<file path="src/mem_pkg.sv">
package mem_pkg;

    // data path and address width
    localparam int data_w     = 32;
    // ram word index, 4096 words
    localparam int ram_addr_w = 12;

    // load/store operation, as decoded by the core
    typedef enum logic [3:0] {
        op_none = 4'd0,
        op_lb   = 4'd1,
        op_lh   = 4'd2,
        op_lw   = 4'd3,
        op_lbu  = 4'd4,
        op_lhu  = 4'd5,
        op_sb   = 4'd6,
        op_sh   = 4'd7,
        op_sw   = 4'd8
    } ldst_op_t;

    // upper half of the address that selects io
    localparam logic [15:0] io_prefix = 16'hffff;

    // memory mapped registers
    localparam logic [data_w-1:0] switches_addr = 32'hffff_ff00;
    localparam logic [data_w-1:0] led_addr      = 32'hffff_ff04;

endpackage

</file>
<file path="src/store_merge.sv">
`timescale 1ns/1ps

module store_merge (
    input  mem_pkg::ldst_op_t            ldst,
    input  logic [1:0]                   byte_off,
    input  logic [mem_pkg::data_w-1:0]   old_word,
    input  logic [mem_pkg::data_w-1:0]   store_data,
    output logic [mem_pkg::data_w-1:0]   new_word
);
    import mem_pkg::*;

    // read-modify-write merge for sub-word stores
    always_comb begin
        new_word = old_word;
        case (ldst)
            op_sw: begin
                new_word = store_data;
            end
            op_sh: begin
                if (byte_off[1]) begin
                    new_word[31:16] = store_data[15:0];  // upper half
                end else begin
                    new_word[15:0] = store_data[15:0];
                end
            end
            op_sb: begin
                new_word[{byte_off, 3'b000} +: 8] = store_data[7:0];
            end
            default: begin
                new_word = old_word;  // loads leave the word alone
            end
        endcase
    end

endmodule

</file>
<file path="config.mk">
export PLATFORM = sky130hd
export DESIGN_NAME = store_merge
export DESIGN_NICKNAME = d
export VERILOG_FILES = /design/src/mem_pkg.sv /design/src/store_merge.sv
export SDC_FILE = /design/constraint.sdc
export NUM_CORES = 1
export LEC_CHECK = 0
export BUFFER_PORTS_ARGS = -buffer_cell sky130_fd_sc_hd__buf_2
export CORE_AREA = 2 2 53 55
export DETAILED_ROUTE_END_ITERATION = 16
export DIE_AREA = 0 0 55 57
export PLACE_DENSITY = 0.92
export REMOVE_ABC_BUFFERS = 1
export SETUP_SLACK_MARGIN = 0.4
export SLEW_MARGIN = 5
export SYNTH_ARGS = -nofsm -noshare
export SYNTH_HDL_FRONTEND = slang
export SYNTH_SLANG_ARGS = --single-unit
</file>
<file path="constraint.sdc">
create_clock -name vclk -period 4.26
set_clock_uncertainty 0.2 [all_clocks]
set_input_delay 0.213 -clock vclk [all_inputs]
set_output_delay 0.213 -clock vclk [all_outputs]
set_load 0.01 [all_outputs]
</file>
== After elaboration in Yosys (flattened, before gate mapping) ==
Index checks and enable logic that the tools add are counted.

* Register bits after elaboration: 0
* Input bits: 70

* Add/sub/neg operators: 1
* Eq/ne operators: 3
* Shifts and indexed selects: 2
* Muxes and demuxes: 4

{| class="wikitable"
|+ Operators by type and width
! kind !! count
|-
| 32-bit one-hot mux with 3 select lines || 1
|-
| 32-bit bitwise mux || 1
|-
| 16-bit two-way mux || 2
|-
| 8-bit by 7-bit variable shift with 32-bit output (first input constant) || 1
|-
| 8-bit by 7-bit variable part select with 32-bit output || 1
|-
| 4-bit by 3-bit equality test with 1-bit output (second input constant) || 2
|-
| 5-bit negation with 7-bit output || 1
|-
| 4-bit equality test (second input constant) || 1
|}

== Depth between registers and ports, before layout ==
* Word-level depth: 4
* Mapped depth: 7
* Depth with buffers taken out: 6

== Worst setup path after synthesis ==
Ideal clock, no wire load.

* Kind: input port to output port
* Start: input port byte_off[1]
* End: output port new_word[10] (netlist bit)
* Arrival time: 1603 ps
* Data required time: 3847 ps
* Slack: 2244 ps
* Stages on the path: 7
* Cells stage by stage: buf_2 -> inv_1 -> ha_1 -> nand4b_1 -> nor3_2 -> a22o_1 -> a21o_1

* Word-level cells in the longest chain between the ends: 4
* Elaborated cells between the ends (all ways): 6

{| class="wikitable"
|+ RTL lines
! element !! line !! text
|-
| start: declaration || store_merge.sv:5 || <nowiki>input logic [1:0] byte_off,</nowiki>
|-
| 5-bit negation with 7-bit output || store_merge.sv:27 || <nowiki>new_word[{byte_off, 3'b000} +: 8] = store_data[7:0];</nowiki>
|-
| 8-bit by 7-bit variable part select with 32-bit output / 8-bit by 7-bit variable shift with 32-bit output (equally long branches) || store_merge.sv:27 ||
|-
| 32-bit bitwise mux || store_merge.sv:27 ||
|-
| 32-bit one-hot mux with 3 select lines (*) || store_merge.sv:15 || <nowiki>case (ldst)</nowiki>
|-
| end: declaration || store_merge.sv:8 || <nowiki>output logic [mem_pkg::data_w-1:0] new_word</nowiki>
|}

Every way passes the cells marked *; elsewhere a longest branch is shown, timed or not.

== Worst setup path after layout ==
* Start: input port ldst[3]
* End: output port new_word[22] (netlist bit)

* Word-level cells in the longest chain between the ends: 2
* Elaborated cells between the ends (all ways): 4

{| class="wikitable"
|+ RTL lines
! element !! line !! text
|-
| start: declaration || store_merge.sv:4 || <nowiki>input mem_pkg::ldst_op_t ldst,</nowiki>
|-
| 4-bit by 3-bit equality test with 1-bit output / 4-bit equality test (equally long branches) || store_merge.sv:15 ||
|-
| 32-bit one-hot mux with 3 select lines (*) || store_merge.sv:15 ||
|}

Marks and branches as above.

==> impl_metrics.tcl <==
set metrics [dict create \
    status "finished, final reports clean" \
    cp-start-kind "primary input" \
    seq_cells 0 \
    syn_area_um2 977.2 \
    synth-xor-area-share_pct 0 \
    grt_max_degree 22 \
    fp.dieH_um 57 \
    top_usage_layer "met2" \
    routedWlPerCell_um 14.72 \
    die_w_um 55 \
    hold_depth 3 \
    syn_area_per_cell_um2 7.238 \
    yosys-mux-area-fraction_pct 0 \
    setup_viol 0 \
    vias_per_cell 5.954 \
    dr_total_vias 1554 \
    start_util_pct 37.37 \
    cts_hold_buf 0 \
    setup-tns-final_ns 0 \
    crit_fanout 19 \
    yosysUniqueCellTypes 40 \
    nClkBuffers 0 \
    worstSetupPathType "in -> out" \
    antenna_found_initial 0 \
    seq_area_frac_synth_pct 0 \
    synthAdderAreaFrac_pct 6.402 \
    ys_warn_count 0 \
    synth_largest_area_cell "a22o_1" \
    end_kind "output pin" \
    core_area_um2 2615 \
    yosys-top-cells-area "a22o_1 13%, a221o_1 12%, nand2_1 12%" \
    tightest_slew_ns 0.8286 \
    drt_iter0_drc 76 \
    grt_pass1_vias 1347 \
    syn2layout_area_growth_pct 51.86 \
    whs_endpoint "new_word[12]" \
    min_path_type "in -> out" \
    io_pins 102 \
    ant_nets 0 \
    drt-total-wl_mm 3.842 \
    postPlaceCellArea_um2 1484 \
    fmax_mhz 410.9 \
    slew_headroom_pct 44.33 \
    synth_compound_area_share_pct 57.11 \
    timing_hold_violations_final 0 \
    rows 19 \
    synth_simple_gate_area_share_pct 29.83 \
    synthCells 135 \
    cts_setup_buffers 0 \
    p_leak_nw 0.7989 \
    drive_gt1_share_pct 50.00 \
    crit_arrival_ns 2.02 \
    fin_area_um2 1484 \
    drtPass1Iterations 4 \
    nets 307 \
    hp-start "old_word[12]" \
    period_share_pct 57.13 \
    worstPathRequired_ns 3.85 \
    final.min_clock_period_ns 2.434 \
    dp_hpwl_mm 3.029 \
    cts_resized 0 \
    netlist.area_leader.share_pct 13.44 \
    grt-ovfl-total 0 \
    diodes 0 \
    met2_usage_pct 45.24 \
    drv_slew 0 \
    grt_usage_pct 23.10 \
    grt_pass1_wl_mm 5.658 \
    drcViolationCount 0 \
    die_area_um2 3135 \
    power_density_nw_per_um2 105.7 \
    use_met1_pct 25.64 \
    maxCapViolations 0 \
    gp_congestion 0.9622 \
    use_met3_pct 0.7853 \
    rsz0062_at_grt "false" \
    ir_worst_vdd_uv 69.19 \
    fill_cells 271 \
    seq_area_um2 0 \
    synth_top_family_by_area "compound AO/OA/AOI/OAI gates" \
    io_buffers 102 \
]
## power by group
part,total [mW],switching (mW),internal (mW),leakage [nW]
registers,0,0,0,0
logic,0.157,0.0813,0.0756,0.799
clock network,0,0,0,0
total,0.157,0.0813,0.0756,0.799
## worst max-delay path: stages
cell	delay, ns
buf_2	0.11
nand3b_2	0.48
nor3_1	0.81
a221o_1	0.28
buf_2	0.13
## synth_stat cells, types with 2 or more instances
master,instances
a32o_1,3
a22o_1,15
nor2_1,4
a222oi_1,5
a21oi_1,10
inv_1,4
buf_1,2
nand2_1,31
a21o_1,7
nor3_1,2
o2bb2ai_1,5
ha_1,5
a221o_1,12
o21ai_2,2
buf_4,3
## layout make-up
cell class         count  area, µm²  area share [%]
inverters              4      15.01           1.012
multi-input cells    123      912.1           61.47
repair buffers       103      518.0           34.91
well taps             31      38.79           2.614
## cells in the final DEF, fill, tap and decap left out, types with 4 or more instances in the layout
master,instances
a221o_1,12
nor2_1,4
a222oi_1,5
a21o_1,7
a22o_1,15
o2bb2ai_1,5
a21oi_1,10
inv_1,4
buf_2,102
ha_1,5
nand2_1,31
## routing by layer
layer	wire, µm	vias up
met5	0	-
met4	73	0
met1	1351	706
li1	-	746
met2	2031	96
met3	385	6
## stage by stage
step	power [mW]	cells	setup slack (ns)	hold slack, ns	utilization (%)
finish	0.1569	261	1.826	0.5024	56.75
global placement	0.1534	261	1.925	0.4995	56.75
CTS	0.1561	261	1.868	0.5055	56.75
floorplan	0.07760	127	2.333	0.3411	-
global route	0.1729	261	1.690	0.5183	56.75
detailed placement	0.1557	261	1.872	0.5042	56.75
## cells by family (layout without fill, tap and decap cells)
kind of cell    Yosys count  after routing
buf+inv                  12            107
simple gates             52             52
compound gates           66             66
fa+ha+maj                 5              5
## worst max-delay path by stage
| stage | from | end | slack, ns |
|---|---|---|---|
| floorplan | ldst[2] | new_word[8] | 2.33 |
| global placement | ldst[3] | new_word[17] | 1.92 |
| finish | ldst[3] | new_word[22] | 1.83 |
| detailed placement | ldst[3] | new_word[22] | 1.87 |
| global route | ldst[3] | new_word[22] | 1.69 |
| CTS | ldst[3] | new_word[22] | 1.87 |
Power figures use the tool's default switching activity.
