<file path="config.mk">
export PLATFORM = sky130hd
export DESIGN_NAME = mmio_regs
export DESIGN_NICKNAME = d
export VERILOG_FILES = /design/src/mem_pkg.sv /design/src/mmio_regs.sv
export SDC_FILE = /design/constraint.sdc
export NUM_CORES = 1
export LEC_CHECK = 0
export ABC_AREA = 1
export BUFFER_PORTS_ARGS = -buffer_cell sky130_fd_sc_hd__buf_2
export CAP_MARGIN = 10
export CORE_ASPECT_RATIO = 0.8
export CORE_MARGIN = 2
export CORE_UTILIZATION = 40
export DETAILED_ROUTE_END_ITERATION = 7
export PLACE_DENSITY = 0.67
export SYNTH_ARGS = -nofsm -noshare
export SYNTH_HDL_FRONTEND = slang
export SYNTH_SLANG_ARGS = --single-unit
export TNS_END_PERCENT = 20
</file>
<file path="constraint.sdc">
create_clock -name clkb -period 1 [get_ports clkb]
set_clock_uncertainty 0.05 [all_clocks]
set_input_delay 0.2 -clock clkb [delete_from_list [all_inputs] [get_ports clkb]]
set_output_delay 0.2 -clock clkb [all_outputs]
set_load 0.005 [all_outputs]
</file>
<file path="src/mem_pkg.sv">
package mem_pkg;

    // data path and address width
    localparam int data_w     = 32;
    // ram word index, 4096 words
    localparam int ram_addr_w = 12;

    // load/store operation, as decoded by the core
    typedef enum logic [3:0] {
        op_none = 4'd0,
        op_lb   = 4'd1,
        op_lh   = 4'd2,
        op_lw   = 4'd3,
        op_lbu  = 4'd4,
        op_lhu  = 4'd5,
        op_sb   = 4'd6,
        op_sh   = 4'd7,
        op_sw   = 4'd8
    } ldst_op_t;

    // upper half of the address that selects io
    localparam logic [15:0] io_prefix = 16'hffff;

    // memory mapped registers
    localparam logic [data_w-1:0] switches_addr = 32'hffff_ff00;
    localparam logic [data_w-1:0] led_addr      = 32'hffff_ff04;

endpackage

</file>
<file path="src/mmio_regs.sv">
`timescale 1ns/1ps

module mmio_regs (
    input  logic                         clkb,
    input  logic                         arst_n,
    input  logic                         mmio_re,
    input  logic                         mmio_we,
    input  logic [7:0]                   mmio_addr,
    input  logic [mem_pkg::data_w-1:0]   mmio_wdata,
    input  logic [7:0]                   switches,
    output logic [mem_pkg::data_w-1:0]   mmio_rdata,
    output logic [mem_pkg::data_w-1:0]   led_out
);
    import mem_pkg::*;

    logic [data_w-1:0] led_q;

    // led register, any store width writes the whole word
    always_ff @(posedge clkb or negedge arst_n) begin
        if (!arst_n) begin
            led_q <= '0;
        end else if (mmio_we && (mmio_addr == led_addr[7:0])) begin
            led_q <= mmio_wdata;
        end
    end

    // read data lands one cycle after the request, like the ram
    always_ff @(posedge clkb) begin
        if (mmio_re) begin
            case (mmio_addr)
                switches_addr[7:0]: mmio_rdata <= {{(data_w-8){1'b0}}, switches};
                led_addr[7:0]:      mmio_rdata <= led_q;
                default:            mmio_rdata <= '0;  // unmapped
            endcase
        end
    end

    assign led_out = led_q;

endmodule

</file>
# Yosys cells after proc, flatten, opt, wreduce, memory -nomap -nowiden
# Cells that the tools add are included.
dict set report word_totals {
  ram_bits 0
  mem_bits_ro 0
  out_inout_bits 64
  latch_bits 0
  n_memories 0
  word_cells 6
  in_bits 52
  ff_bits 64
}
dict set report classes {
  n_addsub 0
  muxes 1
  multipliers 0
  n_reduce_logical 2
  n_div 0
  n_bitwise 0
  magnitude_cmp 0
  shift 0
  n_eq_ne 1
}
# op count
set op_table {}
lappend op_table {{$pmux 32 s2} 1}
lappend op_table {{$eq 8x3->1 const B} 1}
lappend op_table {{$logic_not 8->1} 1}
lappend op_table {{$logic_and 1x1->1} 1}

# Depth between registers and ports, before layout
dict set report logic_depth {
  depth_word 2
  ltp_mapped 7
  depth_no_buf 6
}

# Worst setup path before layout
# OpenSTA, ideal clock, no wires.
dict set report synth_timing {
  path_type {input -> register}
  startpoint {input port mmio_addr[7]}
  endpoint {register mmio_rdata[15] in the netlist's numbering (data pin)}
  required_time_ps 815
  setup_slack_ps -65
  stages 6
  path_buffers 1
  setup_ps 135
  arrival_time_ps 880
  path_cell_list {nor2_1 -> nand2_2 -> nor2_8 -> inv_6 -> buf_12 -> nor2_2}
}
dict set report synth_via {
  elab_chain_cells 2
  word_cells_on_any_way 3
  cone_classes {eq/ne (1); mux (1); reduce/logical (1)}
}
# item line_no
set synth_lines {}
lappend synth_lines {{from (decl)} mmio_regs.sv:8} ;# input logic [7:0] mmio_addr,
lappend synth_lines {{$eq 8x3->1 / $logic_not 8->1 (equally long branches)} mmio_regs.sv:30} ;# case (mmio_addr)
lappend synth_lines {{$pmux 32 s2 (*)} mmio_regs.sv:30}
lappend synth_lines {{to (signal assigned)} mmio_regs.sv:31} ;# switches_addr[7:0]: mmio_rdata <= {{(data_w-8){1'b0}}, switches};
lappend synth_lines {{to (signal assigned)} mmio_regs.sv:32} ;# led_addr[7:0]: mmio_rdata <= led_q;
lappend synth_lines {{to (decl)} mmio_regs.sv:11} ;# output logic [mem_pkg::data_w-1:0] mmio_rdata,
# Mark *: on every way between the ends. The rest lies on a longest branch, timed or not.
# A chain may end at the register's enable or synchronous reset.

# Worst setup path after layout
dict set report layout_timing {
  startpoint {register led_q[21], in the netlist led_out[21]}
  endpoint {output port led_out[21] in the netlist's numbering}
}
# item line_no
set layout_rtl {}
lappend layout_rtl {{from (decl)} mmio_regs.sv:16} ;# logic [data_w-1:0] led_q;
lappend layout_rtl {{from (signal assigned)} mmio_regs.sv:23} ;# led_q <= mmio_wdata;
lappend layout_rtl {{to (decl)} mmio_regs.sv:12} ;# output logic [mem_pkg::data_w-1:0] led_out
# No word-level cell between the ends.

==> flow_summary.json <==
{
  "ys_seq_elements": 64,
  "worst_path_largest_cell_delay_ns": 0.41,
  "rows": 27,
  "holdCritStartpoint": "mmio_wdata[8]",
  "path_buf_inv": 1,
  "grt_max_degree": 33,
  "slew_headroom": 0.771,
  "cts.sinks": 64,
  "wl_per_cell_um": 12.8,
  "layout_commonest_cell": "buf_2",
  "track_usage": 0.178,
  "ios": 116,
  "synthXorXnorAreaFrac": 0,
  "fin_crit_sh": 1.13,
  "worstPathCellList": "buf_2",
  "gp_congestion": 0.835,
  "grt_pass1_wl_um": 10300,
  "clkTransAtPathRegs_ns": 0.07,
  "synth.largest_area_cell": "edfxtp_1",
  "synth_cell_type_count": 17,
  "synth_top_area_share": 0.347,
  "min-delay-path-class": "in -> reg",
  "antenna_found_initial": 0,
  "synth_top_family_by_area": "simple AND/OR/NAND/NOR gates",
  "dieArea_mm2": 0.00761,
  "core_mm2": 0.00679,
  "fin_area_mm2": 0.00382,
  "worst_slack_ns": -0.134,
  "yosys-top-cells-area": "edfxtp_1, dfrtp_1, nand2_1",
  "start_util": 0.408,
  "synth-simple-area-share": 0.272,
  "rsz0062_at_grt": "yes",
  "pwr-share-comb": 0.089,
  "final_cell_mix": "buf_2, nand2_1, nand3_1",
  "status": "finished with violations",
  "seq_power_share": 0.510,
  "remaining_drc_errors": 0,
  "grt_overflow": 0,
  "yosys.area_share.adder": 0,
  "synthToLayoutAreaGrowth_pct": 37.8,
  "hold_viol_final": 0,
  "viasPerCell": 4.48,
  "grt_pass1_vias": 2115,
  "cp_max_fo": 3,
  "ir_worst_vdd_v": 0.00106,
  "dp.cells": 465,
  "slowest_stage": "dfrtp_1",
  "synthesis.area_mm2": 0.00277,
  "cts_buffers": 9,
  "avgSynthCellArea_um2": 10.5,
  "synth_cells": 264,
  "p_clk_frac": 0.401,
  "worst_skew_pair.late_latency_ns": 0.33,
  "crit_required_ns": 0.75,
  "finalNetCount": 458,
  "drtPass1Iterations": 4,
  "critPathLaunchType": "flip-flop",
  "max_freq_mhz": 882,
  "power.leakage_nw": 1.99,
  "antenna_cells": 0,
  "cts_buffer_depth": 2,
  "ys_warn_count": 0,
  "cts_tree": "done",
  "drv_slew": 0,
  "netSwitchingFraction": 0.217,
  "synth_mux_area_frac": 0,
  "die_y_um": 78.4,
  "setup_viol": 65,
  "worstReg2RegStart": "led_out[29]$_DFFE_PN0P_",
  "cap_violations": 0,
  "cts_max_level": 3,
  "die_w_um": 97.0,
  "crit_start": "led_out[21]$_DFFE_PN0P_",
  "fin_cells": 497,
  "cp-end-kind": "output port",
  "io_buffer_count": 115,
  "place_area_mm2": 0.00348,
  "drt_iter0_drc": 96,
  "worstSetupPathType": "reg -> out",
  "power_density_mw_per_mm2": 1510,
  "worst_slew_pin_slew_ns": 0.343,
  "worstPathArrival_ns": 0.88,
  "vias": 2227,
  "power.switching_mw": 1.25,
  "drt_wl_total_um": 6390,
  "syn-num-nets": 316,
  "hold-worst-slack_ns": 0.0389,
  "min_period_ns": 1.13,
  "cts_root_buf": "clkbuf_8",
  "failed_checks": "setup timing",
  "yosysSeqAreaShare": 0.636,
  "synth_compound_area_frac": 0,
  "dp_hpwl_um": 4430,
  "final_antenna_net_count": 0,
  "intPower_mw": 4.50,
  "drive_above_1_share": 0.456,
  "cpLargestDelayFamily": "flip-flops"
}
-- sequential cells by signal (all words and copies together) (netlist names) --
signal,cells
led_out,32
mmio_rdata,32
-- path summary, 6_finish.rpt --
kind / endpoint / slack, ns / cells after the start
max: led_out[21] / -0.13 / 1
min: led_out[8]$_DFFE_PN0P_ / 0.04 / 3
max reg2reg: mmio_rdata[29]$_DFFE_PP_ / -0.02 / 4
min reg2reg: led_out[7]$_DFFE_PN0P_ / 0.45 / 2
max in group asynchronous: led_out[17]$_DFFE_PN0P_ / 0.42 / 3
min in group asynchronous: led_out[26]$_DFFE_PN0P_ / 0.30 / 3
-- layout make-up --
class | count | area (µm²)
inverters | 30 | 118
clock buffers | 10 | 128
flip-flops and latches | 64 | 1760
well taps | 87 | 109
fillers | 629 | 2970
clock inverters | 5 | 72.6
multi-input cells | 157 | 766
repair buffers | 144 | 862
-- what timing repair did --
action	4_1_cts	5_1_grt
gates cloned	0	0
hold buffers	1	0
resized for setup	0	2
endpoints found under the hold margin	32	0
setup endpoints to repair	64	64
buffers inserted	10	6
-- worst reg2reg max path: cells and delay by family, from the launching register on --
kind / cells / cell delay [ns]
and+or+nand+nor: 1 / 0.03
DFF: 1 / 0.40
buffers and inverters: 3 / 0.29
-- through the flow --
step           power [mW]  worst slack, ns  utilization  TNS, ns
2_1_floorplan        3.12          -0.0196            -   -0.503
3_3_place_gp         3.44           -0.219        0.513   -10.92
3_5_place_dp         3.45           -0.260        0.513   -13.53
4_1_cts              5.80           -0.149        0.555    -7.37
5_1_grt              5.99           -0.162        0.562    -8.66
6_report             5.75           -0.134        0.562    -5.99
-- layer usage --
layer,share of wire,vias to the layer above,wire length [µm],global-route usage
met5,0,-,0,0
met4,0.0094,0,60,0.0803
met3,0.080,7,510,0.0650
met2,0.47,88,3020,0.276
met1,0.44,1021,2790,0.226
li1,-,1111,-,-
-- power groups by stage --
stage	clock [mW]	combinational [mW]	sequential, mW
after floorplan	0	0.120	3.00
after global placement	0	0.450	2.99
after detailed placement	0	0.459	2.99
after CTS	2.37	0.498	2.93
after global routing	2.48	0.569	2.94
final	2.30	0.511	2.93
-- Yosys cell counts --
cell type / count
buf_2: 3
nand2_2: 2
nor2_2: 14
nor2_8: 1
nand3_1: 33
nand2_1: 90
buf_12: 2
clkbuf_1: 1
inv_2: 1
nand3_2: 1
inv_1: 28
inv_6: 1
nor2_1: 8
dfrtp_1: 32
buf_6: 7
nor2_4: 8
edfxtp_1: 32
-- cells by family (layout without fill, tap and decap cells) --
kind of cell  after synthesis  in the layout
buf+inv                    43            189
flops                      64             64
simple gates              157            157
(Power assumes the default switching activity.)
