## src/mem_pkg.sv

```systemverilog
package mem_pkg;

    // data path and address width
    localparam int data_w     = 32;
    // ram word index, 4096 words
    localparam int ram_addr_w = 12;

    // load/store operation, as decoded by the core
    typedef enum logic [3:0] {
        op_none = 4'd0,
        op_lb   = 4'd1,
        op_lh   = 4'd2,
        op_lw   = 4'd3,
        op_lbu  = 4'd4,
        op_lhu  = 4'd5,
        op_sb   = 4'd6,
        op_sh   = 4'd7,
        op_sw   = 4'd8
    } ldst_op_t;

    // upper half of the address that selects io
    localparam logic [15:0] io_prefix = 16'hffff;

    // memory mapped registers
    localparam logic [data_w-1:0] switches_addr = 32'hffff_ff00;
    localparam logic [data_w-1:0] led_addr      = 32'hffff_ff04;

endpackage

```

## src/load_align.sv

```systemverilog
`timescale 1ns/1ps

module load_align (
    input  mem_pkg::ldst_op_t            ldst,
    input  logic [1:0]                   byte_off,
    input  logic [mem_pkg::data_w-1:0]   word,
    output logic [mem_pkg::data_w-1:0]   result
);
    import mem_pkg::*;

    logic [7:0]  byte_lane;
    logic [15:0] half_lane;

    // lane pick from the byte offset
    always_comb begin
        byte_lane = word[{byte_off, 3'b000} +: 8];
        half_lane = byte_off[1] ? word[31:16] : word[15:0];  // bit 0 ignored
    end

    always_comb begin
        case (ldst)
            op_lb: begin
                result = {{(data_w-8){byte_lane[7]}}, byte_lane};
            end
            op_lbu: begin
                result = {{(data_w-8){1'b0}}, byte_lane};
            end
            op_lh: begin
                result = {{(data_w-16){half_lane[15]}}, half_lane};
            end
            op_lhu: begin
                result = {{(data_w-16){1'b0}}, half_lane};
            end
            // lw, and the raw word for anything else
            default: begin
                result = word;
            end
        endcase
    end

endmodule

```

## config.mk

```make
export PLATFORM = sky130hd
export DESIGN_NAME = load_align
export DESIGN_NICKNAME = d
export VERILOG_FILES = /design/src/mem_pkg.sv /design/src/load_align.sv
export SDC_FILE = /design/constraint.sdc
export NUM_CORES = 1
export LEC_CHECK = 0
export BUFFER_PORTS_ARGS = -buffer_cell sky130_fd_sc_hd__buf_4
export CORE_MARGIN = 10
export CORE_UTILIZATION = 38
export DETAILED_ROUTE_END_ITERATION = 8
export PLACE_DENSITY = 0.88
export RECOVER_POWER = 100
export REMOVE_ABC_BUFFERS = 1
export SLEW_MARGIN = 20
export SYNTH_ARGS = -nofsm -noshare
export SYNTH_HDL_FRONTEND = slang
export SYNTH_SLANG_ARGS = --single-unit
export TNS_END_PERCENT = 1
```

## constraint.sdc

```tcl
create_clock -name vclk -period 2.2
set_clock_uncertainty 0.1 [all_clocks]
set_input_delay 0.33 -clock vclk [all_inputs]
set_output_delay 0.33 -clock vclk [all_outputs]
set_load 0.02 [all_outputs]
```

# Word level (Yosys, flattened, before mapping)

Index checks and enable logic that the tools add are counted.
Widths: inputs -> output; s select.

Memory bits (read-only): 0
Bits of input ports: 38
Output and inout bits: 32
Register bits after elaboration: 0
RAM bits: 0
Bits in latches: 0
Memories: 0
Logic and storage cells: 7

Shift operators: 1
Bitwise gates (word level): 0
Div/mod/pow operators: 0
$lt $le $gt $ge: 0
Reduce and logical (&&, ||, !) cells: 0
Eq/ne operators: 4
$add $sub $neg: 0
Multiply operators: 0
Muxes and demuxes: 2

Operators by type and width:

| operator           | number |
|---|---|
| $pmux 32 s4        | 1 |
| $shiftx 32x6->8    | 1 |
| $mux 16            | 1 |
| $eq 4x3->1 const B | 2 |
| $eq 4x1->1 const B | 1 |
| $eq 4x2->1 const B | 1 |

# Logic depth before layout (Yosys ltp)

Gate-level depths: netlist (run 1).

Depth after elaboration: 2
Gate-level depth with buffers: 7
Mapped depth without buffers: 4

# Worst setup path before layout (run 1)

Ideal clock, no wire load.

Path kind: input to output
From: input port ldst[2]
To: output port result[0] in the netlist's numbering
Data arrival time: 1.598 ns
Cell stages on the path: 6
Path buffers: 3
Setup slack: 0.172 ns
Path through: buf_6 o21a_1 or3_1 buf_2 buf_6 a221o_1

Word-level cells in the longest chain between the ends: 2
Elaborated cells between the ends (all ways): 5
Those cells by class: eq/ne (4); mux (1)

RTL lines:

| element                            | RTL line         | RTL |
|---|---|---|
| start: declaration                 | load_align.sv:4  | `input mem_pkg::ldst_op_t ldst,` |
| $eq 4x3->1 (tied with other cells) | load_align.sv:21 | `case (ldst)` |
| $pmux 32 s4 *                      | load_align.sv:21 |  |
| end: declaration                   | load_align.sv:7  | `output logic [mem_pkg::data_w-1:0] result` |

Every way passes the cells marked *; elsewhere a longest branch is shown, timed or not.

# Final worst setup path (run 1)

From: input port ldst[2]
To: output port result[5] in the netlist's numbering

Same word-level chain as after synthesis.

==> results of run 1 <==
## worst min path at each step
stage	startpoint	end	cells past startpoint	slack (ps)
6_report	word[17]	result[17]	3	870
5_1_grt	word[20]	result[20]	3	880
3_5_place_dp	word[27]	result[27]	3	870
4_1_cts	word[27]	result[27]	3	870
2_1_floorplan	word[16]	result[16]	1	750
3_3_place_gp	word[16]	result[16]	3	860
## power groups by stage
stage / registers (mW) / clock network, mW / logic, mW
after floorplan: 0 / 0 / 0.185
after global placement: 0 / 0 / 0.369
after detailed placement: 0 / 0 / 0.380
after CTS: 0 / 0 / 0.383
after global routing: 0 / 0 / 0.402
final: 0 / 0 / 0.378
## per-layer routing
layer | vias up | global-route usage [%] | part of all wire [%]
li1 | 499 | - | -
met3 | 6 | 3.405 | 5.6
met4 | 0 | 3.073 | 1.8
met5 | - | 0 | 0
met2 | 38 | 32.69 | 57
met1 | 492 | 15.44 | 35
## cells in the mapped netlist (all sizes together)
cell type and count:
xor2 1, a221o 7, o211ai 10, nor2 9
nand2 11, o31ai 1, mux4 1, or3 1
mux2 7, inv 1, a21o 16, o21a 2
nand4b 1, a31oi 1, nand3 2, nor3 2
clkbuf 2, a21oi 1, nor4b 1, buf 7
mux2i 8
## metrics by stage
stage	TNS [ps]	cells	util, %
after global placement	-2169	186	72.32
after detailed placement	-3911	186	72.32
after CTS	0	186	73.12
after global routing	-98.38	186	72.90
final	0	186	72.90
after floorplan	0	83	-
## what timing repair did
| item | in CTS | in global routing |
|---|---|---|
| endpoints found under the setup margin | 23 | 31 |
| resized for setup | 2 | 3 |
| pin swaps | 0 | 0 |
| buffers inserted | 0 | 0 |
## cell type report
type | instances | share of cell area (%)
Timing Repair Buffer | 78 | 45.23
Inverter | 1 | 0.2982
Multi-Input combinational cell | 82 | 51.99
Tap cell | 25 | 2.485
## kinds of logic after synthesis
kind of cell,Yosys count,synth area share [%]
compound gates,38,43.86
xor+xnor,1,1.264
buf+inv,10,9.386
simple gates,27,19.31
mux,16,26.17
==> metrics.txt, run 1 <==
status=completed; DRC viols=0; pwr dens=300.3 nW/um^2; GRT Overall Usage=15.87%; Logic pwr share=100.0%; die footprint=3933 um^2; number of clock buffers in the layout=0; CP Depth=6; largest net degree at the start of global routing=20; final setup margin=39.81 ps; worst min-delay path category=in2out; core outline area=1727 um^2; sequential share of power=0%; most used cell, CP=buf_4; Post-DP HPWL=2839 um; Yosys top cell area share=17.33%; DR WL/cell=18.56 um; peak supply drop=0.2034 mV; multi-input logic area=654.4 um^2; DR vias=1035; Cell Area, Synth=693.2 um^2; crit path launch type=input pin; internal power=0.1797 mW; CP Max Fanout=19; Critical Path End=result[5]; number of sequential cells=0; pre-CTS setup slack=-208.9 ps; initial antenna violation count=0; crit path from=ldst[2]; Post-CTS Hold Buffers=0; leading cell type in the layout, fill and taps excluded=buf_4; Die H=62.71 um; FMAX=462.9 MHz; Rows=15; Ports=70; final hold slack=867.9 ps; Final ANT Viol Nets=0; Post-DP Area=1249 um^2; post-synth cell types=22; vias in the first global route=1110; crit end category=output pin; Fin. Hold Viols=0; DRT Pass-1 Iters=4; Slew @ Worst Pin=715.1 ps; Die X=62.71 um; Pleak=0.7142 nW; Final nets=201; slowest cell delay on critical path=350 ps; Yosys top cell by area=a21o_1; synth-to-layout area growth=81.59%; number of port buffers=70; crit-path cells=buf_4 -> o21a_1 -> or3_1 -> buf_4 -> a221o_1 -> buf_4; CP Class=in2out; Fillers=152; Crit path max-delay family=compound AO/OA/AOI/OAI gates; Slew headroom=52.33%; post-synthesis cell count=92; Sw Ratio=52.46%; Avg Cell Area, Syn=7.534 um^2; synth warn=0; Final Cell Area=1259 um^2; Vias per Instance=5.565; Final period util=98.19%; max-cap violation count=0; leading post-synthesis cells by cell area=a21o_1 (17%), mux2i_1 (12%), mux2_2 (11%); Bufs and invs on worst path=3; critical path's slowest cell=a221o_1; gr ovfl total=0; Final Setup Violations=0; initial DRC count=18; max-slew violations=0; Placer Congestion=0.9033; antenna diode count=0; overall power=0.3779 mW; register area=0 um^2; Critical Path RT=1770 ps; Clock Power Share=0%; RSZ-0062 raised after global routing=yes; arrival time worst endpoint=1730 ps; post-synthesis sequential area ratio=0%; Initial Utilization=40.14%; final wirelength=3453 um; commonest cells after routing, fill and taps aside=buf_4 (69), a21o_1 (16), nand2_1 (11), o211ai_1 (10), nor2_1 (9); layout cells sized above 1=56.52%; Tmin final=2160 ps; Net Sw Power=0.1983 mW; first-pass GRT wire length=5361 um
No activity file was read; power rests on OpenSTA's default activity.
==> run 2: changes to the inputs <==
==> constraint.sdc (replaced) <==
create_clock -name vclk -period 2.3
set_clock_uncertainty 0.1 [all_clocks]
set_input_delay 0.345 -clock vclk [all_inputs]
set_output_delay 0.345 -clock vclk [all_outputs]
set_load 0.02 [all_outputs]
==> run 2 against run 1 <==
First-iteration DRC count up 89%. Final cell count shrank 1.1%. Wire length decreased by 3.3%. Cell area is 6.3% lower. Clock-buffer cell count is the same. Critical path type unchanged. Critical endpoint is now result[3]. Largest cell class unchanged. Largest power group unchanged.
==> metrics.txt, run 2 (synthesis results as in run 1) <==
Sw Ratio=56.03% (+3.6 points); antenna diode count=0 (unchanged); Logic pwr share=100.0% (about the same); multi-input logic area=648.1 um^2 (-0.96%); peak supply drop=0.1604 mV (-21%); max-cap violation count=0 (unchanged); WHS Path Cells=3 (unchanged); CP Class=in2out; DRC viols=0 (unchanged); crit path from=ldst[2]; register area=0 um^2 (unchanged); Ports=70 (unchanged); Slew @ Worst Pin=713.1 ps (-1.957 ps); overall power=0.3310 mW (-12%); Post-DP HPWL=2814 um (-0.89%); grt met3 use=4.301% (+0.90 points); worst min-delay path category=in2out; gr ovfl total=0 (unchanged); Fin. Hold Viols=0 (unchanged); initial antenna violation count=0 (unchanged); DRT Pass-1 Iters=5 (+1); Clock Power Share=0% (unchanged); Fillers=179 (+18%); arrival time worst endpoint=1790 ps (+60 ps); pre-CTS setup slack=-124.2 ps (+84.67 ps); DR vias=1030 (-0.48%); synth-to-layout area growth=70.22%; crit path launch type=input pin; first-pass GRT wire length=5402 um (+0.76%); Post-DP Area=1246 um^2 (-0.20%); crit end category=output pin; FMAX=447.9 MHz; vias in the first global route=1064 (-4.1%); Final nets=199 (-1.0%); GRT Overall Usage=15.87% (about the same); Final ANT Viol Nets=0 (unchanged); Final Cell Area=1180 um^2 (-6.3%); number of clock buffers in the layout=0 (unchanged); routing usage on met2=31.54% (-1.2 points); leading cell type in the layout, fill and taps excluded=buf_4; Die H=62.71 um (unchanged); RSZ-0062 raised after global routing=no; Tmin final=2233 ps; Pleak=0.6701 nW (-6.2%); Slew headroom=52.46% (+0.13 points); sequential share of power=0% (unchanged); DR WL/cell=18.14 um (-2.3%); GRT Max-Usage Layer=met2; largest net degree at the start of global routing=32 (+60%); Die X=62.71 um (unchanged); Final Setup Violations=0 (unchanged); Hold Crit Start=word[24]; Rows=15 (unchanged); layout cells sized above 1=50.94% (-5.6 points); Setup Buffers After CTS=0 (unchanged); Final period util=97.07%; number of port buffers=70 (unchanged); initial DRC count=34 (+16); core outline area=1727 um^2 (unchanged); pwr dens=280.6 nW/um^2 (-6.6%); final wirelength=3338 um (-3.3%); slowest cell delay on critical path=380 ps (+30 ps); Vias per Instance=5.598 (+0.60%); Post-CTS Hold Buffers=0 (unchanged); Critical Path RT=1860 ps (+90 ps); final setup margin=67.46 ps (+27.66 ps); crit-path cells=buf_4 -> o21a_1 -> or3_1 -> buf_12 -> a221o_1 -> clkbuf_2; status=completed; CP Max Fanout=31 (+12); Placer Congestion=0.9154 (+1.3%); die footprint=3933 um^2 (unchanged); critical path's slowest cell=or3_1; max-slew violations=0 (unchanged); number of sequential cells=0 (unchanged); global-route met1 utilization=16.02% (+0.58 points); Initial Utilization=40.14% (unchanged); commonest cells after routing, fill and taps aside=buf_4 (44), clkbuf_2 (22), a21o_1 (16), nand2_1 (11), o211ai_1 (10); internal power=0.1456 mW (-19%); Net Sw Power=0.1855 mW (-6.5%)
[run 2: changes by cell type in the layout (fill, tap and decap cells not counted), sizes merged]
cell	delta
buf	-25
clkbuf	+23
[run 2: routing by layer]
metal	up-vias	share of wire [%]
met5	-	0
met1	473	35
li1	496	-
met2	55	55
met3	6	7.8
met4	0	1.8
[run 2: worst paths after layout]
check          to  slack [ps]
max     result[3]          70
min    result[24]         920
[run 2: power by group through the flow]
stage          registers (mW)  logic [mW]  clock network [mW]
6_report                    0       0.331                   0
3_3_place_gp                0       0.355                   0
4_1_cts                     0       0.367                   0
5_1_grt                     0       0.357                   0
2_1_floorplan               0       0.177                   0
3_5_place_dp                0       0.364                   0
[run 2: repair_timing]
action,CTS,global route
pin swaps,0,0
setup endpoints to repair,23,9
resized for setup,2,1
[run 2: worst max-delay path: cells and delay by family]
family	cells	cell delay, ps
AOI/OAI and AO/OA	2	560
buffers and inverters	3	490
and+or+nand+nor	1	380
[run 2: layout make-up]
type	count	share of cell area (%)
multi-input combinational	82	54.93
inverter	1	0.3181
timing repair buffer	76	42.10
tap	25	2.651
[run 2: per-stage QoR]
step           TNS (ps)  cells  util [%]  hold WS (ps)
6_report              0    184     68.33         924.5
3_5_place_dp      -1742    184     72.17         897.6
3_3_place_gp     -54.13    184     72.17         896.7
4_1_cts               0    184     72.97         901.1
2_1_floorplan         0     83         -         778.1
5_1_grt               0    184     68.33         943.0
