### config.mk
export PLATFORM = sky130hd
export DESIGN_NAME = access_sequencer
export DESIGN_NICKNAME = d
export VERILOG_FILES = /design/src/mem_pkg.sv /design/src/access_sequencer.sv
export SDC_FILE = /design/constraint.sdc
export NUM_CORES = 1
export LEC_CHECK = 0
export BUFFER_PORTS_ARGS = -buffer_cell sky130_fd_sc_hd__buf_2
export CORE_AREA = 2 2 114 116
export DETAILED_ROUTE_END_ITERATION = 10
export DIE_AREA = 0 0 116 118
export PLACE_DENSITY = 0.65
export SLEW_MARGIN = 20
export SYNTH_ARGS = -nofsm -noshare
export SYNTH_HDL_FRONTEND = slang
export SYNTH_SLANG_ARGS = --single-unit
### constraint.sdc
create_clock -name clkb -period 3.3 [get_ports clkb]
set_input_delay 0.495 -clock clkb [delete_from_list [all_inputs] [get_ports clkb]]
set_output_delay 0.495 -clock clkb [all_outputs]
set_load 0.05 [all_outputs]
### src/mem_pkg.sv
package mem_pkg;

    // data path and address width
    localparam int data_w     = 32;
    // ram word index, 4096 words
    localparam int ram_addr_w = 12;

    // load/store operation, as decoded by the core
    typedef enum logic [3:0] {
        op_none = 4'd0,
        op_lb   = 4'd1,
        op_lh   = 4'd2,
        op_lw   = 4'd3,
        op_lbu  = 4'd4,
        op_lhu  = 4'd5,
        op_sb   = 4'd6,
        op_sh   = 4'd7,
        op_sw   = 4'd8
    } ldst_op_t;

    // upper half of the address that selects io
    localparam logic [15:0] io_prefix = 16'hffff;

    // memory mapped registers
    localparam logic [data_w-1:0] switches_addr = 32'hffff_ff00;
    localparam logic [data_w-1:0] led_addr      = 32'hffff_ff04;

endpackage

### src/access_sequencer.sv
`timescale 1ns/1ps

module access_sequencer (
    input  logic                           clkb,
    input  logic                           arst_n,
    // request side
    input  logic                           req,
    input  mem_pkg::ldst_op_t              ldst,
    input  logic [mem_pkg::data_w-1:0]     addrb,
    input  logic [mem_pkg::data_w-1:0]     write_datab,
    // ram side
    output logic [mem_pkg::ram_addr_w-1:0] ram_addrb,
    output logic                           ram_web,
    output logic [mem_pkg::data_w-1:0]     ram_wdata,
    input  logic [mem_pkg::data_w-1:0]     merged_word,
    input  logic [mem_pkg::data_w-1:0]     aligned_rdata,
    // io side
    output logic                           mmio_re,
    output logic                           mmio_we,
    output logic [7:0]                     mmio_addr,
    output logic [mem_pkg::data_w-1:0]     mmio_wdata,
    input  logic [mem_pkg::data_w-1:0]     mmio_rdata,
    // to the formatters
    output mem_pkg::ldst_op_t              op_q,
    output logic [1:0]                     off_q,
    // result
    output logic [mem_pkg::data_w-1:0]     datab,
    output logic                           done,
    output logic                           busy
);
    import mem_pkg::*;

    logic is_load;
    logic is_store;
    logic is_io;
    logic accept;

    logic load_q;   // load result due this cycle
    logic store_q;  // store write phase
    logic io_sel;   // last accepted access went to io

    logic [ram_addr_w-1:0] idx_q;
    logic [7:0]            io_off_q;
    logic [data_w-1:0]     wdata_q;

    always_comb begin
        is_load  = ldst inside {op_lb, op_lh, op_lw, op_lbu, op_lhu};
        is_store = ldst inside {op_sb, op_sh, op_sw};
        is_io    = (addrb[data_w-1:16] == io_prefix);
        // nothing is taken during the write phase
        accept   = req & ~busy & (is_load | is_store);
    end

    always_ff @(posedge clkb or negedge arst_n) begin
        if (!arst_n) begin
            load_q  <= 1'b0;
            store_q <= 1'b0;
            io_sel  <= 1'b0;
            op_q    <= op_none;
        end else begin
            load_q  <= accept & is_load;
            store_q <= accept & is_store;
            if (accept) begin
                io_sel <= is_io;
                op_q   <= ldst;
            end
        end
    end

    // request payload, held for the cycle after acceptance
    always_ff @(posedge clkb) begin
        if (accept) begin
            off_q    <= addrb[1:0];
            idx_q    <= addrb[ram_addr_w+1:2];
            io_off_q <= addrb[7:0];
            wdata_q  <= write_datab;
        end
    end

    // ram: read on acceptance, write back one cycle later
    assign ram_addrb = store_q ? idx_q : addrb[ram_addr_w+1:2];
    assign ram_web   = store_q & ~io_sel;
    assign ram_wdata = merged_word;

    // io: same two-phase shape as ram
    assign mmio_re    = accept & is_load & is_io;
    assign mmio_we    = store_q & io_sel;
    assign mmio_addr  = store_q ? io_off_q : addrb[7:0];
    assign mmio_wdata = wdata_q;  // also feeds the store merge

    assign done  = load_q | store_q;
    assign busy  = store_q;
    assign datab = io_sel ? mmio_rdata : aligned_rdata;

endmodule

# After elaboration in Yosys (flattened, before gate mapping)

Cells that the tools add are included.

Bits in registers: 61
Logic and storage cells: 33

Equal/unequal tests: 9
Multiplexer cells: 3
Bitwise operators: 11
Reductions and logical operators: 2

Operators by type and width:

| kind                                                             | count |
|---|---|
| 32-bit 2-to-1 mux                                                | 1 |
| 16-bit == test (second input constant)                           | 1 |
| 4-bit by 3-bit == test with 1-bit output (second input constant) | 4 |
| 12-bit 2-to-1 mux                                                | 1 |
| 4-bit by 2-bit == test with 1-bit output (second input constant) | 2 |
| 8-bit 2-to-1 mux                                                 | 1 |
| 1-bit AND                                                        | 7 |
| 5-bit nonzero test                                               | 1 |
| 4-bit by 1-bit == test with 1-bit output (second input constant) | 1 |
| 4-bit == test (second input constant)                            | 1 |
| 3-bit nonzero test                                               | 1 |
| 1-bit NOT                                                        | 2 |
| 1-bit bitwise OR                                                 | 2 |

# Depth between registers and ports, before layout

Gate-level depths: netlist of run 1.

Depth after elaboration: 6
Mapped depth: 4
Depth with buffers taken out: 3

# Worst setup path after synthesis of run 1

OpenSTA, ideal clock, no wires.

Path kind: register to register
Start: register store_q, in the netlist busy
End: register op_q[0]
Arrival: 2.426 ns
Path slack: 0.746 ns
Stages on the path, launching flop included: 4
Path buffers: 0
Period minus slack after synthesis: 2.554 ns
Cells stage by stage: dfrtp_1 or3b_4 mux2i_4 mux2_1

Cells in the longest elaborated chain, start to end: 3

Ends and longest elaborated chain:

| element                 | RTL line               | text |
|---|---|---|
| from (decl)             | access_sequencer.sv:39 | `logic store_q;` |
| from (signal assigned)  | access_sequencer.sv:62 | `store_q <= accept & is_store;` |
| 1-bit NOT               | access_sequencer.sv:51 | `accept = req & ~busy & (is_load \| is_store);` |
| 1-bit AND (2 in series) | access_sequencer.sv:51 |  |
| net accept              | access_sequencer.sv:36 | `logic accept;` |
| to (signal assigned)    | access_sequencer.sv:59 | `op_q <= op_none;` |
| to (signal assigned)    | access_sequencer.sv:65 | `op_q <= ldst;` |
| to (decl)               | access_sequencer.sv:24 | `output mem_pkg::ldst_op_t op_q,` |

The timed path passes the listed nets, and every way through them passes these cells.
A chain may end at the register's enable or synchronous reset.

# Final worst setup path of run 1

Start: register store_q, in the netlist busy
End: output mmio_re

Cells in the longest elaborated chain, start to end: 5

Ends and longest elaborated chain:

| element                 | RTL line               | text |
|---|---|---|
| 1-bit NOT               | access_sequencer.sv:51 |  |
| 1-bit AND (2 in series) | access_sequencer.sv:51 |  |
| 1-bit AND (2 in series) | access_sequencer.sv:86 | `assign mmio_re = accept & is_load & is_io;` |
| to (decl)               | access_sequencer.sv:18 | `output logic mmio_re,` |

Every way passes these cells.

==> impl_metrics.toml, run 1 <==
[route]
first_iter_violations = 57
post_drt_wl_per_cell_um = 14.2
drt-pass1-iter-count = 4
wl_um = 7600
via_per_inst = 3.90
drc_errors = 0
vias = 2086
postRouteAntennaNets = 0

[clock_network]
cts_resized = 0
cts_setup_buffers = 0
cts_hold_buf = 0
root_buffer = "clkbuf_16"
cts.htree.levels = 2
cts_tree = "done"
clk_pin_slew_ns = 0.07
cts.sinks = 53
clockBufferDepth = 2
clkLatencyLatePin_ns = 0.28
numCtsBuffers = 5

[synthesis]
synthFlopType = "edfxtp_1"
syn_area_per_cell_um2 = 15.5
yosysWarnings = 0
yosysSeqAreaShare_pct = 60.0
syn_nets = 335
synthArstFlopShare_pct = 13.2
synth_cell_type_count = 22
mappedNetlistArea_mm2 = 0.00260
synth_edf_count = 46
synth_seq_cells = 53
synthCells = 168
yosysTopAreaCellShare_pct = 53.2
ys_top_cells_by_count = "46 x edfxtp_1, 46 x mux2_2, 38 x buf_4, 7 x dfrtp_1, 5 x buf_2"
synth_top_cells_by_area = "edfxtp_1 53%, mux2_2 20%, buf_4 11%"
yosysTopAreaCell = "edfxtp_1"

[placement]
port_buffers = 227
gp_congestion = 0.697
dp_hpwl_um = 6520

[worst_setup_path]
startpoint_type = "flip-flop"
required_ns = 2.80
worstPathCellList = "or3b_4, a211oi_1, and2_1, buf_2"
crit_arrival_ns = 1.79
criticalPathCategory = "reg -> out"
path_delay_family = "simple AND/OR/NAND/NOR gates"
r2r-start = "busy"
cp_slowest_cell = "or3b_4"
cp_slowest_stage_delay_ns = 0.42
path_max_fanout = 3
endpoint_kind = "output pin"
critPathBufInv = 1
worstReg2RegEnd = "io_sel"
reg2reg_depth = 5
r2r_slack_ns = 1.46
crit_path_start = "busy"

[global_route]
overflow = 0
grt_pass1_vias = 2070
grt_max_degree = 49
grt_pass1_wl_um = 10600
antenna_found_initial = 0
grt_use_total_pct = 10.2

[floorplanning]
num_rows = 41
dieArea_mm2 = 0.0137
num_io_pins = 294
die_w_um = 116
core_region_area_mm2 = 0.0124
die_y_um = 118
initial_core_util_pct = 20.9

[worst_hold_path]
worstHoldPathType = "in -> async"

[final_layout]
drive_gt1_share_pct = 79.6
layout.nets = 529
n_antenna_cell = 0
areaGrowthSynthToFinish_pct = 48.0

[sta]
drv_slew = 0
finClkSkew_ns = 0.00438
timing.final.hold_violations = 0
setup_violations = 0
timing.final.crit_share_pct = 69.3
finalSetupTns_ns = 0
max_freq_ghz = 0.437
holdWs_ns = 0.0629
worst_slew_pin_slew_ns = 0.403
rsz0062_at_grt = "false"
min_period_ns = 2.29
max-slew-margin-rel_pct = 73.2

[outcome]
status = "completed"

[pwr]
power_density_mw_per_mm2 = 479
leakagePower_nw = 1.76
p_total_mw = 1.84
ir_drop_mv = 0.317

[run]
maxCapViolCount = 0
-- placed cells by master, fill, tap and decap left out, types with 2 or more instances in the layout --
cell type / instances
a21oi_1: 3
and2_1: 2
buf_2: 227
buf_4: 3
clkbuf_16: 5
dfrtp_1: 7
edfxtp_1: 46
mux2_1: 3
mux2_2: 46
nand3b_1: 2
nand4_1: 4
-- per-layer routing --
| layer | track usage [%] | vias up | routed length (um) |
|---|---|---|---|
| met2 | 19.2 | 163 | 3910 |
| met4 | 2.46 | 0 | 95 |
| met5 | 0 | - | 0 |
| li1 | - | 965 | - |
| met1 | 10.3 | 954 | 2630 |
| met3 | 3.86 | 4 | 968 |
-- sequential cells by signal, indices dropped and copies added, names as in the netlist --
signal and cells:
busy 1, idx_q 12, io_off_q 1, io_sel 1, load_q 1, mmio_wdata 32
off_q 1, op_q 4
-- metrics by stage --
stage / cell area [um^2] / worst slack (ns) / cells / util [%]
global route: 3840 / 0.912 / 535 / 31.0
detailed placement: 3680 / 1.07 / 527 / 29.6
finish: 3840 / 1.01 / 535 / 31.0
global placement: 3680 / 1.07 / 527 / 29.6
floorplan: 2600 / 0.746 / 168 / -
CTS: 3840 / 0.988 / 535 / 31.0
-- cell families (layout without fill, tap and decap cells) --
family,Yosys count,after routing,synth area share [%]
compound gates,4,4,0.867
buf+inv,45,240,12.2
flops,53,53,60.0
mux,51,51,22.7
simple gates,15,15,4.24
-- area by class of cell --
type | instances | area, um^2
Inverter | 1 | 3.75
Tap cell | 172 | 215
Fill cell | 1285 | 8570
Clock inverter | 2 | 38.8
Clock buffer | 6 | 129
Sequential cell | 53 | 1560
Multi-Input combinational cell | 70 | 722
Timing Repair Buffer | 231 | 1180
-- where the power goes --
| group | switching (mW) | internal (mW) |
|---|---|---|
| Combinational | 0.332 | 0.138 |
| Sequential | 0.0111 | 0.773 |
| Clock | 0.225 | 0.361 |
| Total | 0.567 | 1.27 |
-- worst max path at each step --
| stage | slack (ns) | depth (start not counted) | endpoint |
|---|---|---|---|
| global route | 0.91 | 4 | mmio_re |
| CTS | 0.99 | 4 | mmio_re |
| floorplan | 0.75 | 3 | op_q[0] |
| global placement | 1.07 | 5 | mmio_re |
| finish | 1.01 | 4 | mmio_re |
| detailed placement | 1.07 | 5 | mmio_re |
No activity file was read; power rests on OpenSTA's default activity.
==> run 2, diff against run 1 <==
--- a/config.mk
+++ b/config.mk
@@ -5,11 +5,12 @@
 export SDC_FILE = /design/constraint.sdc
 export NUM_CORES = 1
 export LEC_CHECK = 0
+export ABC_AREA = 1
 export BUFFER_PORTS_ARGS = -buffer_cell sky130_fd_sc_hd__buf_2
-export CORE_AREA = 2 2 114 116
+export CORE_AREA = 2 2 115 117
 export DETAILED_ROUTE_END_ITERATION = 10
-export DIE_AREA = 0 0 116 118
-export PLACE_DENSITY = 0.65
+export DIE_AREA = 0 0 117 119
+export PLACE_DENSITY = 0.67
 export SLEW_MARGIN = 20
 export SYNTH_ARGS = -nofsm -noshare
 export SYNTH_HDL_FRONTEND = slang
==> constraint.sdc (replaced) <==
create_clock -name clkb -period 2.1 [get_ports clkb]
set_input_delay 0.315 -clock clkb [delete_from_list [all_inputs] [get_ports clkb]]
set_output_delay 0.315 -clock clkb [all_outputs]
set_load 0.05 [all_outputs]
==> run 2 against run 1 <==
  * Clock power rose by 36%
  * Via count rose by 11%
  * Combinational power rose by 86%
  * Synthesized cell count rose by 33%
  * Worst setup slack got worse by 0.81 ns
  * Die area rose by 1.7%
  * Sequential share of layout area fell by 0.57 points
  * Worst hold slack improved by 0.13 ns
  * Highest routed layer unchanged
  * Largest cell class unchanged
==> impl_metrics.toml, run 2 <==
[outcome]
status = "completed"

[route]
vias = 2309
postRouteAntennaNets = 0
post_drt_wl_per_cell_um = 14.1
drc_errors = 0
first_iter_violations = 67
wl_um = 8390
via_per_inst = 3.89
drt-pass1-iter-count = 4

[worst_setup_path]
endpoint_kind = "output pin"
r2r_slack_ns = 0.41
crit_arrival_ns = 1.58
reg2reg_depth = 6
criticalPathCategory = "reg -> out"
required_ns = 1.78
worstReg2RegEnd = "mmio_wdata[10]"
path_max_fanout = 33
startpoint_type = "flip-flop"
r2r-start = "busy"

[synthesis]
syn_nets = 390
yosysTopAreaCellShare_pct = 51.4
synth_edf_count = 46
yosysSeqAreaShare_pct = 57.9
yosysMostFrequentCell = "nand2_1"
ys_top_cells_by_count = "65 x nand2_1, 46 x edfxtp_1, 38 x buf_4, 32 x mux2_2"
yosysTopAreaCell = "edfxtp_1"
mappedNetlistArea_mm2 = 0.00269
yosysWarnings = 0
synth_top_cells_by_area = "edfxtp_1 51%, mux2_2 13%, buf_4 11%"
synth_seq_cells = 53
synth_cell_type_count = 19
syn_area_per_cell_um2 = 12.1
synthArstFlopShare_pct = 13.2
synthCells = 223
synthFlopType = "edfxtp_1"

[global_route]
grt_pass1_vias = 2254
grt_pass1_wl_um = 11500
grt_max_degree = 38
grt_use_total_pct = 11.0
antenna_found_initial = 0
overflow = 0

[sta]
timing.final.crit_share_pct = 90.4
max_freq_ghz = 0.527
finalSetupTns_ns = 0
finClkSkew_ns = 0.00477
min_period_ns = 1.90
setup_slack_ns = 0.201
rsz0062_at_grt = "false"
holdWs_ns = 0.198
timing.final.hold_violations = 0
max-slew-margin-rel_pct = 79.7
drv_slew = 0
worst_slew_pin_slew_ns = 0.306
setup_violations = 0

[floorplanning]
num_rows = 42
die_w_um = 117
core_region_area_mm2 = 0.0129
num_io_pins = 294
die_y_um = 119
initial_core_util_pct = 20.9
dieArea_mm2 = 0.0139

[clock_network]
clk_pin_slew_ns = 0.07
cts.sinks = 53
cts_resized = 0
cts_tree = "done"
clockBufferDepth = 2
cts.htree.levels = 2
root_buffer = "clkbuf_16"
numCtsBuffers = 5
clkLatencyLatePin_ns = 0.29

[worst_hold_path]
hold_start = "write_datab[19]"
hold_depth = 1
worstHoldPathType = "in -> reg"
hold_end = "mmio_wdata[19]"

[final_layout]
final_cell_mix = "227 x buf_2, 65 x nand2_1, 46 x edfxtp_1, 32 x mux2_2"
layout_commonest_cell = "buf_2"
largest_register_ffs = 32
layout.nets = 583
areaGrowthSynthToFinish_pct = 45.1
drive_gt1_share_pct = 66.7
fin_cells = 593
utilization_pct = 30.3
n_antenna_cell = 0

[pwr]
power_density_mw_per_mm2 = 751
leakagePower_nw = 1.92
ir_drop_mv = 0.519

[placement]
placed_cells = 584
dp_hpwl_um = 7060
gp_congestion = 0.745
post-place-ws_ns = 0.371
port_buffers = 227

[run]
maxCapViolCount = 0
==> run 2: cell types whose count changed in the layout (fill, tap and decap cells not counted), sizes merged, moves of 2 or more <==
cell / delta
nand3: +6
and2: -2
nand4: -3
inv: +5
nand2: +67
clkinv: +2
nand3b: -2
nor2: +7
mux2: -18
==> run 2: area by class of cell <==
type / instances / area [um^2]
clock inverters: 2 / 13.8
inverters: 7 / 35.0
fillers: 1319 / 8980
repair buffers: 231 / 1190
well taps: 176 / 220
flip-flops and latches: 53 / 1560
multi-input cells: 118 / 751
clock buffers: 6 / 129
==> run 2: worst max path at each step <==
stage                start        endpoint  slack (ns)  depth (start not counted)
global placement      busy  mmio_wdata[11]        0.40                          6
detailed placement    busy        off_q[0]        0.37                          6
CTS                 io_sel        datab[1]        0.16                          3
floorplan             busy    ram_addrb[0]        0.07                          5
global route          busy         mmio_re        0.09                          6
finish              io_sel        datab[1]        0.20                          3
==> run 2: metrics by stage <==
step | instance area (um^2) | power [mW]
3_3_place_gp | 3750 | 2.15
4_1_cts | 3900 | 2.98
6_report | 3900 | 2.93
2_1_floorplan | 2690 | 2.05
5_1_grt | 3900 | 3.06
3_5_place_dp | 3750 | 2.16
==> run 2: worst max-delay path: stages (launching register included) <==
cell and delay [ns]:
dfrtp_1 0.45, buf_12 0.23, mux2_2 0.38, buf_2 0.22
==> run 2: cell families (layout without fill, tap and decap cells) <==
| family | Yosys count | count (layout) | share of synthesized area (%) |
|---|---|---|---|
| DFF | 53 | 53 | 57.9 |
| muxes | 32 | 32 | 13.4 |
| buffers and inverters | 52 | 246 | 14.2 |
| and+or+nand+nor | 84 | 84 | 13.7 |
| AOI/OAI and AO/OA | 2 | 2 | 0.791 |
==> run 2: layer usage <==
metal  vias to the layer above  GRT usage, %  routed length, um
met3                         9          3.82                902
met5                         -             0                  0
met1                      1038          10.9               2930
met2                       167          20.9               4430
met4                         0          3.31                131
li1                       1095             -                  -
==> run 2: power by group <==
part / switching (mW) / internal [mW]
combinational: 0.642 / 0.230
clock: 0.352 / 0.445
sequential: 0.0246 / 1.24
total: 1.02 / 1.91
==> run 2: repair_timing <==
item / 4_1_cts / 5_1_grt
hold endpoints to repair: 7 / 0
hold buffers: 1 / 0
setup buffers: 0 / 0
endpoints found under the setup margin: 0 / 0
